## src/spi_memory_pkg.sv

```systemverilog
// ========================================
// SPI byte memory shared definitions
// Widths, depths, pin idle levels and the
// controller state encoding
// ========================================

package spi_memory_pkg;

   // ========================================
   // Data path sizes
   // ========================================
   localparam int addr_width = 7;               // Address bits in the command byte
   localparam int data_width = 8;               // One SPI byte
   localparam int mem_depth = 128;              // Number of stored bytes

   // ========================================
   // Pin conditioning
   // ========================================
   localparam int sync_stages = 2;              // Synchronizer flip-flops per pin
   localparam logic cs_idle_level = 1'b1;       // Chip select rests high
   localparam logic sclk_idle_level = 1'b0;     // Mode 0 clock rests low
   localparam logic mosi_idle_level = 1'b0;

   // ========================================
   // Controller
   // ========================================
   localparam int bit_count_width = 4;          // Counts 0 to 8

   typedef enum logic [2:0] {
      idle        = 3'd0,                       // Waiting for chip select
      get_cmd     = 3'd1,                       // Receiving address and read/write bit
      latch_addr  = 3'd2,                       // Address capture and direction decode
      read_load   = 3'd3,                       // Memory byte goes into the shift register
      read_shift  = 3'd4,                       // Byte goes out on miso
      write_shift = 3'd5,                       // Receiving the write byte
      write_mem   = 3'd6,                       // Byte is stored
      done        = 3'd7                        // Waiting for chip select to rise
   } fsm_state_t;

endpackage

```

## src/data_memory.sv

```systemverilog
// ========================================
// Data memory
// Address latch and 128-byte storage
// ========================================

module data_memory
   import spi_memory_pkg::*;
(
   input  logic                  clk,
   input  logic                  reset,
   input  logic                  addr_we,
   input  logic                  mem_we,
   input  logic [addr_width-1:0] addr_in,
   input  logic [data_width-1:0] write_data,
   output logic [data_width-1:0] read_data
);

   logic [addr_width-1:0] addr_reg;
   logic [data_width-1:0] mem [mem_depth];

   always_ff @(posedge clk) begin
      if (reset) begin
         addr_reg <= '0;
         for (int i = 0; i < mem_depth; i++) begin
            mem[i] <= '0;                       // Memory reads back zeros after reset
         end
      end else begin
         if (addr_we) begin
            addr_reg <= addr_in;
         end
         if (mem_we) begin
            mem[addr_reg] <= write_data;
         end
      end
   end

   assign read_data = mem[addr_reg];            // Combinational read at the latched address

endmodule

```

## src/input_conditioner.sv

```systemverilog
// ========================================
// Input conditioner
// Brings one asynchronous pin into the clk
// domain and gives one-cycle edge pulses
// ========================================

module input_conditioner
   import spi_memory_pkg::*;
#(
   parameter logic idle_level = 1'b0            // Level the pin rests at after reset
) (
   input  logic clk,
   input  logic reset,
   input  logic pin,
   output logic sync,
   output logic rise,
   output logic fall
);

   logic [sync_stages-1:0] sync_chain;          // Metastability filter
   logic                   delayed;             // One more copy for edge detection

   // ========================================
   // Synchronizer and edge detect
   // ========================================
   always_ff @(posedge clk) begin
      if (reset) begin
         sync_chain <= {sync_stages{idle_level}};
         delayed <= idle_level;
         rise <= 1'b0;
         fall <= 1'b0;
      end else begin
         sync_chain <= {sync_chain[sync_stages-2:0], pin};
         delayed <= sync_chain[sync_stages-1];
         // Pulses are registered so they line up with the delayed level
         rise <= sync_chain[sync_stages-1] & ~delayed;
         fall <= ~sync_chain[sync_stages-1] & delayed;
      end
   end

   assign sync = delayed;                       // Same cycle as the edge pulses

endmodule

```

## src/shift_register.sv

```systemverilog
// ========================================
// Byte shift register
// Serial in on the command and write bytes,
// parallel load and serial out on reads
// ========================================

module shift_register
   import spi_memory_pkg::*;
(
   input  logic                  clk,
   input  logic                  reset,
   input  logic                  serial_in,
   input  logic                  sr_shift,
   input  logic                  sr_out_shift,
   input  logic                  sr_load,
   input  logic [data_width-1:0] load_data,
   output logic [data_width-1:0] parallel_out,
   output logic                  serial_out
);

   logic [data_width-1:0] shift_reg;

   always_ff @(posedge clk) begin
      if (reset) begin
         shift_reg <= '0;
      end else if (sr_load) begin
         shift_reg <= load_data;                // Load wins over both shifts
      end else if (sr_shift) begin
         shift_reg <= {shift_reg[data_width-2:0], serial_in};
      end else if (sr_out_shift) begin
         shift_reg <= {shift_reg[data_width-2:0], 1'b0};  // Next bit moves to the top
      end
   end

   assign parallel_out = shift_reg;
   assign serial_out = shift_reg[data_width-1];  // MSB first on miso

endmodule

```

## src/spi_fsm.sv

```systemverilog
// ========================================
// SPI transaction controller
// Counts sclk edges and sequences address
// latch, memory write and miso enable
// ========================================

module spi_fsm
   import spi_memory_pkg::*;
(
   input  logic clk,
   input  logic reset,
   input  logic cs_rise,
   input  logic cs_fall,
   input  logic sclk_rise,
   input  logic sclk_fall,
   input  logic rw_bit,
   output logic sr_shift,
   output logic sr_out_shift,
   output logic sr_load,
   output logic addr_we,
   output logic mem_we,
   output logic miso_en
);

   fsm_state_t                 state;
   logic [bit_count_width-1:0] bit_cnt;
   logic                       byte_done;

   // Command byte is address plus one direction bit, same length as a data byte
   assign byte_done = (bit_cnt == bit_count_width'(addr_width + 1));

   always_ff @(posedge clk) begin
      if (reset) begin
         state <= idle;
         bit_cnt <= '0;
         sr_shift <= 1'b0;
         sr_out_shift <= 1'b0;
         sr_load <= 1'b0;
         addr_we <= 1'b0;
         mem_we <= 1'b0;
         miso_en <= 1'b0;
      end else begin
         sr_shift <= 1'b0;                      // Strobes last one cycle
         sr_out_shift <= 1'b0;
         sr_load <= 1'b0;
         addr_we <= 1'b0;
         mem_we <= 1'b0;

         if (cs_rise) begin
            // Host ended the transaction, drop whatever was in progress
            state <= idle;
            bit_cnt <= '0;
            miso_en <= 1'b0;
         end else begin
            case (state)
               idle: begin
                  if (cs_fall) begin
                     state <= get_cmd;
                     bit_cnt <= '0;
                  end
               end
               get_cmd: begin
                  if (byte_done) begin           // Last shift has landed
                     state <= latch_addr;
                     addr_we <= 1'b1;
                     bit_cnt <= '0;
                  end else if (sclk_rise) begin
                     sr_shift <= 1'b1;
                     bit_cnt <= bit_cnt + 1'b1;
                  end
               end
               latch_addr: begin
                  if (rw_bit) begin
                     state <= read_load;
                     sr_load <= 1'b1;            // Address is latched by now
                  end else begin
                     state <= write_shift;
                  end
               end
               read_load: begin
                  state <= read_shift;
                  miso_en <= 1'b1;               // MSB is on miso from here
               end
               read_shift: begin
                  if (byte_done) begin
                     state <= done;
                     miso_en <= 1'b0;
                     bit_cnt <= '0;
                  end else begin
                     if (sclk_rise) begin
                        bit_cnt <= bit_cnt + 1'b1;
                     end
                     // The fall closing the command byte must not shift
                     if (sclk_fall && bit_cnt != '0) begin
                        sr_out_shift <= 1'b1;
                     end
                  end
               end
               write_shift: begin
                  if (byte_done) begin
                     state <= write_mem;
                     mem_we <= 1'b1;
                     bit_cnt <= '0;
                  end else if (sclk_rise) begin
                     sr_shift <= 1'b1;
                     bit_cnt <= bit_cnt + 1'b1;
                  end
               end
               write_mem: state <= done;
               done: state <= done;              // Only cs rise leaves
               default: state <= idle;
            endcase
         end
      end
   end

endmodule

```

## src/spi_memory.sv

```systemverilog
// ========================================
// SPI byte memory, top level
// Pin conditioners, shift register, memory
// and the transaction controller
// ========================================

module spi_memory
   import spi_memory_pkg::*;
(
   input  logic clk,
   input  logic reset,
   input  logic cs_n,
   input  logic sclk,
   input  logic mosi,
   output logic miso,
   output logic miso_en
);

   logic                  cs_rise, cs_fall;
   logic                  sclk_rise, sclk_fall;
   logic                  mosi_sync;
   logic                  sr_shift, sr_out_shift, sr_load;
   logic                  addr_we, mem_we;
   logic [data_width-1:0] parallel_out;
   logic [data_width-1:0] read_data;

   // ========================================
   // Pin conditioning
   // ========================================
   input_conditioner #(.idle_level(cs_idle_level)) cs_cond_inst (
      .clk(clk), .reset(reset), .pin(cs_n),
      .sync(), .rise(cs_rise), .fall(cs_fall)
   );

   input_conditioner #(.idle_level(sclk_idle_level)) sclk_cond_inst (
      .clk(clk), .reset(reset), .pin(sclk),
      .sync(), .rise(sclk_rise), .fall(sclk_fall)
   );

   input_conditioner #(.idle_level(mosi_idle_level)) mosi_cond_inst (
      .clk(clk), .reset(reset), .pin(mosi),
      .sync(mosi_sync), .rise(), .fall()          // Only the level is sampled
   );

   // ========================================
   // Data path and control
   // ========================================
   shift_register shift_register_inst (
      .clk(clk), .reset(reset), .serial_in(mosi_sync),
      .sr_shift(sr_shift), .sr_out_shift(sr_out_shift), .sr_load(sr_load),
      .load_data(read_data), .parallel_out(parallel_out), .serial_out(miso)
   );

   data_memory data_memory_inst (
      .clk(clk), .reset(reset), .addr_we(addr_we), .mem_we(mem_we),
      .addr_in(parallel_out[data_width-1:1]),     // Upper seven bits are the address
      .write_data(parallel_out), .read_data(read_data)
   );

   spi_fsm spi_fsm_inst (
      .clk(clk), .reset(reset),
      .cs_rise(cs_rise), .cs_fall(cs_fall),
      .sclk_rise(sclk_rise), .sclk_fall(sclk_fall),
      .rw_bit(parallel_out[0]),
      .sr_shift(sr_shift), .sr_out_shift(sr_out_shift), .sr_load(sr_load),
      .addr_we(addr_we), .mem_we(mem_we), .miso_en(miso_en)
   );

endmodule

```

## config.mk

```make
export PLATFORM = sky130hd
export DESIGN_NAME = spi_memory
export DESIGN_NICKNAME = d
export VERILOG_FILES = /design/src/spi_memory_pkg.sv /design/src/data_memory.sv /design/src/input_conditioner.sv /design/src/shift_register.sv /design/src/spi_fsm.sv /design/src/spi_memory.sv
export SDC_FILE = /design/constraint.sdc
export NUM_CORES = 2
export LEC_CHECK = 0
export BUFFER_PORTS_ARGS = -buffer_cell sky130_fd_sc_hd__buf_4
export CAP_MARGIN = 5
export CORE_MARGIN = 1
export CORE_UTILIZATION = 52
export CTS_CLUSTER_DIAMETER = 150
export DETAILED_ROUTE_END_ITERATION = 16
export PLACE_DENSITY = 0.77
export SYNTH_ARGS = -nofsm -noshare
export SYNTH_HDL_FRONTEND = slang
export SYNTH_HIERARCHICAL = 1
export SYNTH_SLANG_ARGS = --single-unit
```

## constraint.sdc

```tcl
create_clock -name clk -period 3.92 [get_ports clk]
set_input_delay 0.392 -clock clk [delete_from_list [all_inputs] [get_ports clk]]
set_output_delay 0.392 -clock clk [all_outputs]
set_load 0.1 [all_outputs]
```

### Yosys cells after proc, flatten, opt, wreduce, memory -nomap -nowiden

Memory sizes are Yosys's and may differ from the RTL's. A register that Yosys moved wholly into a read port is not among the register bits.
Index checks and enable logic that the tools add are counted.

| cells by class | value |
|---|---|
| equality and inequality tests | 13 |
| reduce and logical (&&, ||, !) cells | 19 |
| muxes and demuxes | 29 |
| add/sub/neg operators | 1 |
| bitwise gates (word level) | 13 |

Operator list:

| operator | count |
|---|---|
| $mux 8 | 4 |
| $mux 7 | 3 |
| $pmux 3 s7 | 1 |
| $mux 3 | 5 |
| $eq 3x3->1 const B | 4 |
| $mux 4 | 3 |
| $reduce_or 3->1 | 4 |
| $mux 1 | 11 |
| $not 1->1 | 9 |
| $pmux 4 s2 | 1 |
| $reduce_or 4->1 | 2 |
| $reduce_or 8->1 | 1 |
| $eq 3x2->1 const B | 2 |
| $ne 2x1->1 const B | 3 |
| $reduce_or 2->1 | 3 |
| $add 4x1->4 const B | 1 |
| $and 1x1->1 | 4 |
| $eq 4x4->1 const B | 1 |
| $reduce_and 4->1 | 1 |
| $reduce_bool 2->1 | 2 |
| $reduce_bool 4->1 | 1 |
| $eq 3x1->1 const B | 1 |
| $logic_not 3->1 | 1 |
| $ne 3x1->1 const B | 1 |
| 6 further kinds | 6 |

| storage, ports and cells | value |
|---|---|
| memories | 1 |
| output and inout bits | 2 |
| register bits | 41 |
| bits of input ports | 5 |
| word-level logic and storage cells | 96 |
| RAM bits | 1024 |

Memories:

| memory | depth | bits a word | rd ports | clocked after memory_dff | wr ports | RTL line | source |
|---|---|---|---|---|---|---|---|
| data_memory_inst.mem | 128 | 8 | 1 | 1 | 128 | data_memory.sv:19 | `logic [data_width-1:0] mem [mem_depth];` |

### Logic depth before layout (Yosys ltp)

| logic depth | value |
|---|---|
| word-level depth | 5 |
| depth in mapped cells | 9 |
| depth with buffers taken out | 6 |

### Hierarchy

Netlist, hierarchy kept.

Modules (own cells, without submodules):

| module | area an instance (µm²) | cells each | times used |
|---|---|---|---|
| data_memory | 47575.6 | 2936 | 1 |
| spi_fsm | 651.9 | 72 | 1 |
| input_conditioner | 133.9 | 10 | 3 |
| shift_register | 399.1 | 41 | 1 |

### Worst setup path before layout

Ideal clock, no wire load.

| timing path | value |
|---|---|
| kind | reg-to-reg |
| from | register with a tool-made name |
| to | register shift_register_inst.shift_reg[1] (netlist: shift_register_inst/parallel_out[1]) |
| cell stages (with the launch flop) | 9 |
| arrival | 2.843 ns |
| buffers on the path | 2 |
| required time | 3.791 ns |
| slack | 0.948 ns |
| library setup time | 0.129 ns |
| period minus slack after synthesis | 2.972 ns |
| path through | dfxtp_1 clkbuf_1 clkbuf_1 mux4_2 mux4_2 mux4_2 mux2_2 mux2i_1 a211oi_1 |

RTL lines:

| item | RTL line | source |
|---|---|---|
| end signal: assignment | shift_register.sv:27 | `shift_reg <= load_data;` |
| end signal: assignment | shift_register.sv:29 | `shift_reg <= {shift_reg[data_width-2:0], serial_in};` |
| end signal: assignment | shift_register.sv:31 | `shift_reg <= {shift_reg[data_width-2:0], 1'b0};` |
| end: declaration | shift_register.sv:21 | `logic [data_width-1:0] shift_reg;` |

==> results_dict.tcl <==
set metrics [dict create \
    port_buffers 6 \
    cts.sinks 1072 \
    setup-tns-final_ns 0 \
    crit_slowest_cell "mux4_2" \
    mappedNetlistArea_um2 49000 \
    cpMostUsedCell "mux4_2" \
    cts_tree "done" \
    cp.required_ns 4.44 \
    hpwl_um 74100 \
    min_period_ns 3.49 \
    placed_cell_area_um2 50300 \
    core_um2 93300 \
    cp_data_arrival_time_ns 4.01 \
    final.period_utilization 0.891 \
    clock_skew_ns 0.0243 \
    grt_max_degree 89 \
    critPathMaxFanout 64 \
    rows 112 \
    design_area_um2 53700 \
    critPathMaxStageDelay_ns 0.61 \
    yosysWarnings 6 \
    clockRootBuffer "clkbuf_16" \
    leakage_nw 17.6 \
    fp.dieH_um 309 \
    start_util 0.525 \
    htree_levels 3 \
    cap_violations 0 \
    netlist_instances 3075 \
    routed.top_layer "met5" \
    status "finished, final reports clean" \
    worstSetupPathType "register to register" \
    seq_area_um2 31800 \
    clk_path_buf_depth 3 \
    routed_via_density 6.10 \
    finalWirelength_um 116000 \
    worstMarginPinSlew_ns 1.17 \
    cts_buffers 105 \
    critPathTopFamily "multiplexers" \
    first_global_vias 26500 \
    dp_cells 4162 \
    ctsResizeCount 0 \
    routed-wl-met3_um 11000 \
    end_kind "register" \
    num-fill-cells 6886 \
    layout.cells.non_filler 4361 \
    io_pins 7 \
    antenna_cells 0 \
    die_area_um2 95400 \
    largest_reg_flops 1024 \
    fmax_mhz 286 \
    wl_per_cell_um 26.6 \
    grt_first_pass_wirelength_um 174000 \
    report.final.setup_viol 0 \
    hp-class "input pin to register" \
    wl_met2_um 55800 \
    area_growth_pct 9.72 \
    grt_overflow 0 \
    final_core_util 0.576 \
    synth_fp_nets 3082 \
    clk_pin_slew_worst_paths_ns 0.06 \
    timing.critical_path.buf_inv 1 \
    clkLatencyLatePin_ns 0.70 \
    wl_met1_um 45600 \
    start_kind "register" \
    hold_viol 0 \
    avgSynthCellArea_um2 15.9 \
    multi_input_area_um2 16300 \
    grtUsageTotal 0.249 \
    rsz0062_at_grt "no" \
    postCtsHoldBufs 3 \
    die_x_um 309 \
    power_density_nw_per_um2 444 \
    antenna_found_initial 4 \
    layout.nets 3025 \
    first_iter_violations 3806 \
    gp_congestion 0.884 \
    slew_headroom 0.217 \
    ant_nets 0 \
    peakVddDrop_mv 0.326 \
    detail_route.first_pass.iterations 5 \
    vias 26600 \
    drive_above_1_share 0.228 \
    drc 0 \
    worstPathCellList "buf_12 -> mux4_2 -> mux4_2 -> mux4_2 -> mux2_2 -> mux2i_1 -> a211oi_1" \
    slew_violations 0 \
    postCtsSetupBuffers 0 \
]
through the flow:
| stage | power (mW) | setup slack [ns] | hold WS [ns] |
|---|---|---|---|
| floorplan | 13.8 | 0.948 | 0.383 |
| global placement | 14.1 | 0.364 | 0.392 |
| detailed placement | 14.2 | 0.467 | 0.395 |
| CTS | 24.0 | 0.445 | 0.0516 |
| global route | 24.5 | 0.307 | 0.0918 |
| finish | 23.9 | 0.426 | 0.0829 |
routing by layer:
metal,up-vias,global-route usage
li1,11200,-
met1,13700,0.348
met2,1401,0.397
met3,228,0.0449
met4,6,0.0809
met5,-,0
cells in the final DEF, fill, tap and decap left out, drive strengths merged, types with 3 or more instances in the layout:
master          n
or3b            7
nand2          17
dfxtp          48
bufinv          9
inv            13
buf            61
or3             3
o21ai           5
nor3            4
nand4           3
mux4          336
clkinv         51
mux2i          15
and2         1024
nor2          151
or2           132
clkbuf        128
dlygate4sd3     3
edfxtp       1024
a211oi          7
nand2b          4
mux2            8
nand3          11
nand3b          4
clkinvlp        3
a21oi           3
nor2b          11
nor3b           6
final cells by class:
type | instances | area share
Clock buffer | 128 | 0.0511
Tap cell | 1254 | 0.0292
Inverter | 8 | 0.000559
Multi-Input combinational cell | 1767 | 0.303
Sequential cell | 1072 | 0.591
Timing Repair Buffer | 64 | 0.0131
Clock inverter | 68 | 0.0120
report_power, final:
group	switching, mW	internal (mW)	total, mW	leakage [nW]
registers	0.200	13.0	13.2	10.1
clock network	4.35	5.60	9.95	1.66
logic	0.394	0.291	0.684	5.78
total	4.94	18.9	23.9	17.6
final timing paths:
kind | depth (start not counted) | slack [ns] | end | start
setup / recovery | 7 | 0.43 | shift_register_inst/parallel_out[7] | register
hold / removal | 2 | 0.08 | sclk_cond_inst/sync | reset
setup reg to reg | 7 | 0.43 | shift_register_inst/parallel_out[7] | register
hold reg to reg | 1 | 0.41 | cs_cond_inst/sync_chain[1] | cs_cond_inst/sync_chain[0]
(Power assumes the default switching activity.)
